### src/common/axi_ser_pkg.sv
// AXI serializer package with widths, queue depths, channel structs and request/response bundles
package axi_ser_pkg;

  // Bus widths
  localparam int unsigned ID_WIDTH   = 4;
  localparam int unsigned ADDR_WIDTH = 8;
  localparam int unsigned DATA_WIDTH = 32;
  localparam int unsigned LEN_WIDTH  = 4;

  // Memory behind the slave covers the whole word address space
  localparam int unsigned MEM_WORDS = 2 ** ADDR_WIDTH;

  // Default number of outstanding transactions in the serializer
  localparam int unsigned MAX_RD_TXNS = 2;
  localparam int unsigned MAX_WR_TXNS = 2;

  // Depth of the AW and AR queues in the memory slave
  localparam int unsigned MEM_QUEUE_DEPTH = 4;

  // Only OKAY responses are produced
  localparam logic [1:0] RESP_OKAY = 2'b00;

  typedef logic [ID_WIDTH-1:0]   id_t;
  typedef logic [ADDR_WIDTH-1:0] addr_t;
  typedef logic [DATA_WIDTH-1:0] data_t;
  typedef logic [LEN_WIDTH-1:0]  len_t;

  typedef struct packed {
    id_t   id;
    addr_t addr;
    len_t  len;
  } aw_chan_t;

  typedef struct packed {
    id_t   id;
    addr_t addr;
    len_t  len;
  } ar_chan_t;

  typedef struct packed {
    data_t data;
    logic  last;
  } w_chan_t;

  typedef struct packed {
    id_t        id;
    logic [1:0] resp;
  } b_chan_t;

  typedef struct packed {
    id_t        id;
    data_t      data;
    logic [1:0] resp;
    logic       last;
  } r_chan_t;

  // Everything the master drives
  typedef struct packed {
    aw_chan_t aw;
    logic     aw_valid;
    w_chan_t  w;
    logic     w_valid;
    logic     b_ready;
    ar_chan_t ar;
    logic     ar_valid;
    logic     r_ready;
  } axi_req_t;

  // Everything the slave drives
  typedef struct packed {
    logic    aw_ready;
    logic    w_ready;
    b_chan_t b;
    logic    b_valid;
    logic    ar_ready;
    r_chan_t r;
    logic    r_valid;
  } axi_resp_t;

endpackage

### src/verilog/id_fifo.sv
// Fall-through FIFO with a payload type parameter and a depth parameter
`timescale 1ns/1ps

module id_fifo #(
  parameter type         T     = logic,
  parameter int unsigned DEPTH = 2
) (
  input  logic clk_i,
  input  logic rst_n_i,
  input  T     data_i,
  input  logic valid_i,
  output logic ready_o,
  output T     data_o,
  output logic valid_o,
  input  logic ready_i
);

  localparam int unsigned PtrW = (DEPTH > 1) ? $clog2(DEPTH) : 1;
  localparam int unsigned CntW = $clog2(DEPTH + 1);

  T              mem_q [DEPTH];
  logic [PtrW-1:0] rd_ptr_q;
  logic [PtrW-1:0] wr_ptr_q;
  logic [CntW-1:0] count_q;

  logic empty;
  logic push;
  logic pop;
  logic bypass;

  assign empty = (count_q == '0);

  // Space depends only on the fill level, so a push is refused when full
  assign ready_o = (count_q != CntW'(DEPTH));

  // An empty queue hands the input straight to the output
  always_comb begin
    if (empty) begin
      data_o  = data_i;
      valid_o = valid_i;
    end else begin
      data_o  = mem_q[rd_ptr_q];
      valid_o = 1'b1;
    end
  end

  assign push   = valid_i & ready_o;
  assign pop    = valid_o & ready_i;
  // Entry consumed in the same cycle it arrives never touches storage
  assign bypass = push & pop & empty;

  always_ff @(posedge clk_i) begin
    if (push && !bypass) begin
      mem_q[wr_ptr_q] <= data_i;
    end
  end

  always_ff @(posedge clk_i) begin
    if (!rst_n_i) begin
      rd_ptr_q <= '0;
      wr_ptr_q <= '0;
      count_q  <= '0;
    end else begin
      if (push && !bypass) begin
        wr_ptr_q <= (wr_ptr_q == PtrW'(DEPTH - 1)) ? '0 : wr_ptr_q + 1'b1;
      end
      if (pop && !bypass) begin
        rd_ptr_q <= (rd_ptr_q == PtrW'(DEPTH - 1)) ? '0 : rd_ptr_q + 1'b1;
      end
      if (push && !pop) begin
        count_q <= count_q + 1'b1;
      end else if (pop && !push) begin
        count_q <= count_q - 1'b1;
      end
    end
  end

endmodule

### src/axi_serializer/axi_serializer.sv
// AXI transaction serializer forcing downstream IDs to zero and restoring upstream IDs
`timescale 1ns/1ps

module axi_serializer #(
  parameter int unsigned MaxReadTxns  = axi_ser_pkg::MAX_RD_TXNS,
  parameter int unsigned MaxWriteTxns = axi_ser_pkg::MAX_WR_TXNS
) (
  input  logic                   clk_i,
  input  logic                   rst_n_i,
  input  axi_ser_pkg::axi_req_t  slv_req_i,
  output axi_ser_pkg::axi_resp_t slv_resp_o,
  output axi_ser_pkg::axi_req_t  mst_req_o,
  input  axi_ser_pkg::axi_resp_t mst_resp_i
);

  logic             rd_fifo_ready;
  logic             rd_fifo_valid;
  logic             wr_fifo_ready;
  logic             wr_fifo_valid;
  axi_ser_pkg::id_t b_id;
  axi_ser_pkg::id_t r_id;

  logic aw_fire;
  logic b_fire;
  logic ar_fire;
  logic r_last_fire;

  always_comb begin
    mst_req_o  = slv_req_i;
    slv_resp_o = mst_resp_i;

    // Everything downstream shares ID zero, which keeps the slave strictly in order
    mst_req_o.aw.id = '0;
    mst_req_o.ar.id = '0;

    // Responses carry the ID of the oldest outstanding request
    slv_resp_o.b.id = b_id;
    slv_resp_o.r.id = r_id;

    // Requests only pass when there is room to remember their ID
    mst_req_o.aw_valid  = slv_req_i.aw_valid & wr_fifo_ready;
    slv_resp_o.aw_ready = mst_resp_i.aw_ready & wr_fifo_ready;
    mst_req_o.ar_valid  = slv_req_i.ar_valid & rd_fifo_ready;
    slv_resp_o.ar_ready = mst_resp_i.ar_ready & rd_fifo_ready;

    // Responses only pass when an ID is waiting for them
    slv_resp_o.b_valid = mst_resp_i.b_valid & wr_fifo_valid;
    mst_req_o.b_ready  = slv_req_i.b_ready & wr_fifo_valid;
    slv_resp_o.r_valid = mst_resp_i.r_valid & rd_fifo_valid;
    mst_req_o.r_ready  = slv_req_i.r_ready & rd_fifo_valid;
  end

  assign aw_fire     = slv_req_i.aw_valid & slv_resp_o.aw_ready;
  assign b_fire      = slv_resp_o.b_valid & slv_req_i.b_ready;
  assign ar_fire     = slv_req_i.ar_valid & slv_resp_o.ar_ready;
  // A read ID retires with the final beat of its burst
  assign r_last_fire = slv_resp_o.r_valid & slv_req_i.r_ready & slv_resp_o.r.last;

  id_fifo #(
    .T     (axi_ser_pkg::id_t),
    .DEPTH (MaxWriteTxns)
  ) wr_id_fifo_i (
    .clk_i   (clk_i),
    .rst_n_i (rst_n_i),
    .data_i  (slv_req_i.aw.id),
    .valid_i (aw_fire),
    .ready_o (wr_fifo_ready),
    .data_o  (b_id),
    .valid_o (wr_fifo_valid),
    .ready_i (b_fire)
  );

  id_fifo #(
    .T     (axi_ser_pkg::id_t),
    .DEPTH (MaxReadTxns)
  ) rd_id_fifo_i (
    .clk_i   (clk_i),
    .rst_n_i (rst_n_i),
    .data_i  (slv_req_i.ar.id),
    .valid_i (ar_fire),
    .ready_o (rd_fifo_ready),
    .data_o  (r_id),
    .valid_o (rd_fifo_valid),
    .ready_i (r_last_fire)
  );

endmodule

### config.mk
export PLATFORM = sky130hd
export DESIGN_NAME = axi_serializer
export DESIGN_NICKNAME = d
export VERILOG_FILES = /design/src/common/axi_ser_pkg.sv /design/src/verilog/id_fifo.sv /design/src/axi_serializer/axi_serializer.sv
export SDC_FILE = /design/constraint.sdc
export NUM_CORES = 1
export LEC_CHECK = 0
export BUFFER_PORTS_ARGS = -buffer_cell sky130_fd_sc_hd__buf_4
export CELL_PAD_IN_SITES_DETAIL_PLACEMENT = 1
export CELL_PAD_IN_SITES_GLOBAL_PLACEMENT = 2
export CORE_MARGIN = 3
export CORE_UTILIZATION = 17
export CTS_CLUSTER_SIZE = 25
export DETAILED_ROUTE_END_ITERATION = 12
export HOLD_SLACK_MARGIN = 0.08
export PLACE_DENSITY = 0.93
export SYNTH_ARGS = -nofsm -noshare
export SYNTH_HDL_FRONTEND = slang
export SYNTH_HIERARCHICAL = 1
export SYNTH_SLANG_ARGS = --single-unit
### constraint.sdc
create_clock -name clk_i -period 5.5 [get_ports clk_i]
set_input_delay 0.55 -clock clk_i [delete_from_list [all_inputs] [get_ports clk_i]]
set_output_delay 0.55 -clock clk_i [all_outputs]
set_load 0.005 [all_outputs]
# ---- Word-level counts from Yosys, hierarchy flattened
# Memories as Yosys holds them, arrays and structs flattened. A register that Yosys moved wholly into a read port is not among the register bits.
# Cells that the tools add are included.
dict set report op_classes {
  n_addsub 8
  n_reduce_logical 18
  n_bitwise 21
  mux 20
  n_eq_ne 2
}
# op count
set op_table {}
lappend op_table {{1-bit AND} 21}
lappend op_table {{1-bit 2-to-1 mux} 14}
lappend op_table {{1-bit logical AND} 8}
lappend op_table {{2-bit 2-to-1 mux} 4}
lappend op_table {{4-bit 2-to-1 mux} 2}
lappend op_table {{1-bit zero test} 6}
lappend op_table {{1-bit adder, second input constant} 4}
lappend op_table {{2-bit by 1-bit adder with 2-bit output, second input constant} 2}
lappend op_table {{2-bit zero test} 2}
lappend op_table {{2-bit inequality test, second input constant} 2}
lappend op_table {{2-bit nonzero test} 2}
lappend op_table {{2-bit by 1-bit subtractor with 2-bit output, second input constant} 2}
dict set report word_totals {
  word_cells 77
  memories 2
  ram_bits 16
  out_inout_bits 120
  register_bits 8
}
# name depth word_bits read_ports rd_clocked_by_memory_dff write_ports line_no
set memory_table {}
lappend memory_table {rd_id_fifo_i.mem_q 2 4 1 1 1 id_fifo.sv:21} ;# T mem_q [DEPTH];
lappend memory_table {wr_id_fifo_i.mem_q 2 4 1 1 1 id_fifo.sv:21}

# ---- Longest topological paths before layout
# Gate-level depths: netlist of run 1.
dict set report logic_depth {
  word_depth 14
  mapped_depth 10
  depth_no_buf 10
}

# ---- Hierarchy
# Netlist of run 1, hierarchy kept.
# mod area_per_inst_um2 cells_each instances
set by_module_without_submodules {}
lappend by_module_without_submodules {id_fifo 620.6 55 2}
lappend by_module_without_submodules {axi_serializer 864.6 117 1}

# ---- Worst setup path after synthesis of run 1
# No wires, ideal clock.
dict set report synth_path {
  kind {input port to flip-flop}
  from {input mst_resp_i[49] in the netlist's numbering}
  to {memory wr_id_fifo_i/mem_q[0][0] in the netlist's numbering, enable pin}
  path_stages 9
  n_path_buf 0
  path_slack_ps 3159
  arrival_time_ps 2012
  cell_sequence {and3_1 or3_1 and3_1 nand2_1 inv_1 ha_1 nor2_1 o21ai_0 nor2_1}
}
dict set report synth_via {
  elab_chain_len 12
}
# element line_no
set synth_lines {}
lappend synth_lines {{start, declared} axi_serializer.sv:13} ;# input axi_ser_pkg::axi_resp_t mst_resp_i
lappend synth_lines {{1-bit AND} axi_serializer.sv:42} ;# slv_resp_o.aw_ready = mst_resp_i.aw_ready & wr_fifo_ready;
lappend synth_lines {{1-bit AND} axi_serializer.sv:53} ;# assign aw_fire = slv_req_i.aw_valid & slv_resp_o.aw_ready;
lappend synth_lines {{1-bit 2-to-1 mux} id_fifo.sv:38} ;# if (empty) begin
lappend synth_lines {{net wr_fifo_valid} axi_serializer.sv:19} ;# logic wr_fifo_valid;
lappend synth_lines {{1-bit AND} axi_serializer.sv:47} ;# slv_resp_o.b_valid = mst_resp_i.b_valid & wr_fifo_valid;
lappend synth_lines {{1-bit AND} axi_serializer.sv:54} ;# assign b_fire = slv_resp_o.b_valid & slv_req_i.b_ready;
lappend synth_lines {{net b_fire} axi_serializer.sv:24} ;# logic b_fire;
lappend synth_lines {{1-bit AND} id_fifo.sv:48} ;# assign pop = valid_o & ready_i;
lappend synth_lines {{1-bit AND (2 in series)} id_fifo.sv:50} ;# assign bypass = push & pop & empty;
lappend synth_lines {{1-bit zero test} id_fifo.sv:53} ;# if (push && !bypass) begin
lappend synth_lines {{1-bit logical AND} id_fifo.sv:53}
lappend synth_lines {{1-bit 2-to-1 mux} id_fifo.sv:53}
lappend synth_lines {{1-bit 2-to-1 mux (not written as such)} id_fifo.sv:54} ;# mem_q[wr_ptr_q] <= data_i;
lappend synth_lines {{end, declared} id_fifo.sv:21}
# The timed path passes the listed nets, and every way through them passes these cells.

# ---- Worst setup path in the final report of run 1
dict set report layout_path {
  from {register wr_id_fifo_i.count_q[0]}
  to {memory wr_id_fifo_i/mem_q[1][3] in the netlist's numbering, enable pin}
}
dict set report layout_via {
  elab_chain_len 13
}
# element line_no
set layout_lines {}
lappend layout_lines {{start, declared} id_fifo.sv:24} ;# logic [CntW-1:0] count_q;
lappend layout_lines {{start signal, assigned} id_fifo.sv:71} ;# count_q <= count_q + 1'b1;
lappend layout_lines {{start signal, assigned} id_fifo.sv:73} ;# count_q <= count_q - 1'b1;
lappend layout_lines {{2-bit inequality test} id_fifo.sv:34} ;# assign ready_o = (count_q != CntW'(DEPTH));
lappend layout_lines {{net wr_fifo_ready} axi_serializer.sv:18} ;# logic wr_fifo_ready;
lappend layout_lines {{1-bit AND} axi_serializer.sv:42}
lappend layout_lines {{1-bit AND} axi_serializer.sv:53}
lappend layout_lines {{net aw_fire} axi_serializer.sv:23} ;# logic aw_fire;
lappend layout_lines {{1-bit 2-to-1 mux} id_fifo.sv:38}
lappend layout_lines {{net wr_fifo_valid} axi_serializer.sv:19}
lappend layout_lines {{1-bit AND} axi_serializer.sv:47}
lappend layout_lines {{1-bit AND} axi_serializer.sv:54}
lappend layout_lines {{net b_fire} axi_serializer.sv:24}
lappend layout_lines {{1-bit AND} id_fifo.sv:48}
lappend layout_lines {{1-bit AND (2 in series)} id_fifo.sv:50}
lappend layout_lines {{1-bit zero test} id_fifo.sv:53}
lappend layout_lines {{1-bit logical AND} id_fifo.sv:53}
lappend layout_lines {{1-bit 2-to-1 mux} id_fifo.sv:53}
lappend layout_lines {{1-bit 2-to-1 mux (not written as such)} id_fifo.sv:54}
# The timed path passes the listed nets, and every way through them passes these cells.

==> results of run 1 <==
-- logic make-up (layout without fill, tap and decap cells) --
group | Yosys count | in the layout | share of synthesized area (%)
buffers and inverters | 112 | 42 | 39.2
AND/OR/NAND/NOR | 50 | 50 | 12.5
flip-flops | 26 | 26 | 32.3
AO/OA/AOI/OAI | 16 | 16 | 5.11
multiplexers | 14 | 14 | 6.65
adder cells (fa/ha/maj) | 4 | 4 | 2.38
XOR/XNOR | 4 | 4 | 1.66
other | 1 | 8 | 0.178
-- state kept, by name, indices dropped and copies added, names as in the netlist, named ones only --
signal,cells
rd_id_fifo_i/count_q,2
rd_id_fifo_i/rd_ptr_q,1
wr_id_fifo_i/rd_ptr_q,1
wr_id_fifo_i/count_q,2
rd_id_fifo_i/wr_ptr_q,1
wr_id_fifo_i/mem_q,8
wr_id_fifo_i/wr_ptr_q,1
rd_id_fifo_i/mem_q,8
-- layout make-up --
cell class | count | area, um2 | share of cell area [%]
multi-input combinational | 96 | 626 | 33.5
sequential | 26 | 681 | 36.4
tap | 168 | 210 | 11.2
inverter | 4 | 15.0 | 0.803
clock buffer | 3 | 75.1 | 4.02
timing repair buffer | 35 | 263 | 14.1
-- where the power goes --
part | internal, W | switching [W] | leakage [nW]
clock network | 0.0000959 | 0.0000544 | 0.0370
registers | 0.000226 | 0.0000146 | 0.228
logic | 0.0000844 | 0.0000811 | 0.492
-- worst max-delay path: cells and delay by family, from the launching register on --
kind | cells | cell delay, ns
buf+inv | 1 | 0.05
compound gates | 1 | 0.17
flops | 1 | 0.37
fa+ha+maj | 1 | 0.18
simple gates | 7 | 1.54
-- cells in the final DEF, fill, tap and decap left out, types with 3 or more instances in the layout --
master,instances
edfxtp_1,16
mux2i_1,14
o21ai_0,4
or3_1,4
nand2b_1,4
buf_4,35
a21oi_1,8
nor2_1,14
conb_1,8
dfxtp_1,10
inv_1,4
clkbuf_16,3
and3_1,3
nand2_1,8
and2_1,10
ha_1,4
-- path summary, 6_finish.rpt --
| path | startpoint | end | slack, ns | cells after the start |
|---|---|---|---|---|
| worst max-delay path | wr_id_fifo_i/count_q[0] | wr_id_fifo_i/mem_q[1][3] | 2.87 | 10 |
| worst min-delay path | rd_id_fifo_i/wr_ptr_q | rd_id_fifo_i/wr_ptr_q | 0.48 | 2 |
| worst max register to register | wr_id_fifo_i/count_q[0] | wr_id_fifo_i/mem_q[1][3] | 2.87 | 10 |
| worst min register to register | rd_id_fifo_i/wr_ptr_q | rd_id_fifo_i/wr_ptr_q | 0.48 | 2 |
-- stage by stage --
step	setup WS, ns	std cells	instance area [um2]
floorplan	3.16	234	2130
global placement	2.82	329	1790
detailed placement	2.71	329	1790
CTS	2.81	332	1870
global route	2.65	332	1870
finish	2.87	332	1870
-- layer usage --
layer  share of wire, %  up-vias  GRT usage (%)  wire [um]
met2                 51       32           7.54       1620
met5                  0        -              0          0
li1                   -      496              -          -
met4                2.8        0           3.75         90
met3                8.8       18           1.34        278
met1                 37      503           4.77       1170
==> results.md, run 1 <==
- Status: complete, no violations
- Worst setup EP type: register
- Layout cells sized above 1: 25.6%
- Netlist cell types: 25
- Avg WL per Cell: 9.53 um
- Post-CTS setup buffers: 0
- Worst Path Max Fanout: 6
- Hold Violations, Final: 0
- Avg Inst Size Synth: 9.28 um2
- Max Fclk: 0.380 GHz
- Syn Inst Count: 227
- Final core occ: 15.5%
- ANT nets after route: 0
- Via Count: 1,049
- Number of global-route vias before repair: 1,147
- Initial core utilization: 17.5%
- HPWL Detailed: 2680 um
- Antenna diodes: 0
- Synth async-reset ratio: 0%
- H-tree levels: 1
- Fillers: 1,405
- Dominant cells by area after synthesis: buf_4, edfxtp_1, dfxtp_1
- Total power draw: 0.000556 W
- Clock skew: 0.00210 ns
- RSZ-0062 raised after global routing: no
- Worst skew pair latency: 0.25 ns
- Final Max Slew Viols: 0
- Detailed Routing Iterations Pass 1: 4
- Synth warn: 6
- Rows: 40
- # IOs: 242
- Max Cap Violations: 0
- Port Buffers: 35
- GRT Total Usage: 4.56%
- TNS Setup: 0 ns
- Hold Crit Class: reg2reg
- Core footprint: 0.0121 mm2
- Post-synth EDFFs: 16
- CP Cell Sequence: nand2b_1, and3_1, or3_1, and3_1, nand2_1, inv_1, ha_1, nor2_1, o21ai_0, nor2_1
- DRC Markers: 0
- # setup viols final: 0
- PwrDens: 298 mW/mm2
- Top FF cell, synth: edfxtp_1
- Cell accounting for the most synthesized area: buf_4
- Post-synth top cells: buf_4, edfxtp_1, mux2i_1, nor2_1
- Cell Area, Synth: 0.00211 mm2
- Worst Path Required: 5.42 ns
- Vias per Instance: 3.16
- Clock transition at path regs: 0.06 ns
- Largest net degree at the start of global routing: 14
- Post-CTS sizing: 0
- Initial DRC count: 15
- Synth top area share: 37.1%
- Clk root buf: clkbuf_16
- Antenna violations before repair: 0
- Layout Nets: 292
- Fin crit period: 2.63 ns
- CTS Buf Count: 3
- Clock Sinks: 26
- IR drop worst, VDD: 0.0810 mV
- Min Hold Slack: 0.476 ns
- Final Cycle Share: 47.8%
- Placer Congestion: 0.742
- Crit path DAT: 2.54 ns
- Die footprint: 0.0138 mm2
- CTS max path bufs: 2
- First-pass GRT wire length: 5130 um
- #FFs+latches synth: 26
- Most frequent cell after synthesis: buf_4
- Crit path launch type: register
- Die width: 117 um
- TritonCTS clock tree: yes
- Crit Path Category: reg2reg
- Die Height: 117 um
- CP max-delay cell: dfxtp_1
- Leakage power: 0.757 nW
- GRT overflow: 0
- CTS Hold Buffers Added: 0
- Area Growth Syn to Fin: -11.2%
- Register area share after synthesis: 32.3%
- Post-Route WL: 3160 um
- Worst path max stage delay: 0.37 ns
No activity file was read; power rests on OpenSTA's default activity.
==> run 2: changes to the inputs <==
Settings changed: CORE_UTILIZATION 17 to 14, PLACE_DENSITY 0.93 to 0.83.
Clock period 5.5 ns to 2.3 ns, I/O delays scaled along.
==> results.md, run 2 (same netlist as run 1, synthesis figures left out) <==
- Area Growth Syn to Fin: -3.15%
- Core footprint: 0.0146 mm2
- Antenna violations before repair: 0
- Post-CTS setup buffers: 0
- Crit path launch type: register
- Crit path DAT: 2.12 ns
- Number of global-route vias before repair: 1,238
- Max Cap Violations: 0
- ANT nets after route: 0
- Largest net degree at the start of global routing: 14
- Min Hold Slack: 0.169 ns
- # IOs: 242
- Crit Path Category: reg2reg
- Layout cells sized above 1: 37.2%
- H-tree levels: 1
- IR drop worst, VDD: 0.211 mV
- Hold Crit Class: in2reg
- Biggest regs: rd_id_fifo_i/mem_q x8, wr_id_fifo_i/mem_q x8
- Final core occ: 13.9%
- Detailed Routing Iterations Pass 1: 2
- Worst Path Max Fanout: 4
- Worst setup EP type: register
- GRT overflow: 0
- Status: complete, no violations
- First-pass GRT wire length: 5610 um
- Layout Nets: 308
- TritonCTS clock tree: yes
- Die width: 129 um
- Die footprint: 0.0165 mm2
- Placer Congestion: 0.732
- CTS max path bufs: 2
- RSZ-0062 raised after global routing: no
- Port Buffers: 35
- Most common cell after layout, fill and taps aside: buf_4
- Clock Sinks: 26
- Die Height: 129 um
- Post-route cell area: 0.00204 mm2
- Vias per Instance: 3.12
- Via Count: 1,135
- Initial DRC count: 17
- Max Fclk: 0.466 GHz
- Initial core utilization: 14.4%
- Leakage power: 0.841 nW
- Rows: 44
- Worst skew pair latency: 0.25 ns
- Avg WL per Cell: 9.85 um
- HPWL Detailed: 3020 um
- Hold Violations, Final: 0
- DRC Markers: 0
- Clock skew: 0.00108 ns
- GRT Total Usage: 4.19%
- Final Cycle Share: 93.3%
- CTS Buf Count: 3
- Dpl cell area: 0.00193 mm2
- Post-Route WL: 3590 um
- PwrDens: 700 mW/mm2
- # setup viols final: 0
- Clock transition at path regs: 0.06 ns
- Final Max Slew Viols: 0
- Clk root buf: clkbuf_16
- Commonest non-fill, non-tap cells in the layout: buf_4, edfxtp_1, mux2i_1
- CTS Hold Buffers Added: 0
- Antenna diodes: 0
- Fin crit period: 2.15 ns
- Worst Path Required: 2.27 ns
[run 2: worst paths after layout]
| check | to | cells past startpoint | startpoint | slack (ns) |
|---|---|---|---|---|
| max | wr_id_fifo_i/mem_q[1][0] | 11 | wr_id_fifo_i/count_q[0] | 0.15 |
| min | rd_id_fifo_i/mem_q[0][2] | 1 | slv_req_i[16] | 0.17 |
| max reg2reg | wr_id_fifo_i/mem_q[1][0] | 11 | wr_id_fifo_i/count_q[0] | 0.15 |
| min reg2reg | register | 2 | rd_id_fifo_i/rd_ptr_q | 0.49 |
[run 2: repair_timing]
| action | CTS | global route |
|---|---|---|
| gates resized for setup | 2 | 9 |
| pin swaps | 0 | 3 |
| gates cloned | 0 | 0 |
| setup endpoints to repair | 12 | 16 |
[run 2: area by class of cell]
cell class              count  area [um2]
multi-input cells          96         656
flip-flops and latches     26         681
clock buffers               3        75.1
repair buffers             51         383
well taps                 184         230
fillers                  1711       12600
inverters                   4        15.0
[run 2: layer usage]
layer | track usage [%] | vias up | wire length (um)
met5 | 0 | - | 0
met4 | 3.83 | 0 | 143
met1 | 4.12 | 546 | 1260
met3 | 0.913 | 21 | 305
li1 | - | 528 | -
met2 | 7.29 | 40 | 1870
[run 2: metrics by stage]
step | setup TNS, ns | worst slack, ns | instances | power [W]
6_report | 0 | 0.153 | 364 | 0.00143
5_1_grt | 0 | 0.0125 | 364 | 0.00153
4_1_cts | 0 | 0.0414 | 364 | 0.00144
3_5_place_dp | -0.0554 | -0.0139 | 361 | 0.00106
3_3_place_gp | 0 | 0.0511 | 361 | 0.00104
2_1_floorplan | 0 | 0.0279 | 234 | 0.000970
[run 2: power by group]
| part | internal [W] | total (W) | switching (W) |
|---|---|---|---|
| Clock | 0.000230 | 0.000369 | 0.000139 |
| Sequential | 0.000539 | 0.000559 | 0.0000196 |
| Combinational | 0.000266 | 0.000500 | 0.000234 |
| Total | 0.00104 | 0.00143 | 0.000392 |
[run 2: critical path: stages (launching register included)]
cell,delay [ns]
dfxtp_1,0.31
nand2b_1,0.15
and3_1,0.16
or3_4,0.33
and3_4,0.18
nand2_2,0.06
inv_1,0.04
ha_1,0.19
nor2_2,0.09
o21ai_2,0.08
nor2_1,0.12
buf_4,0.15
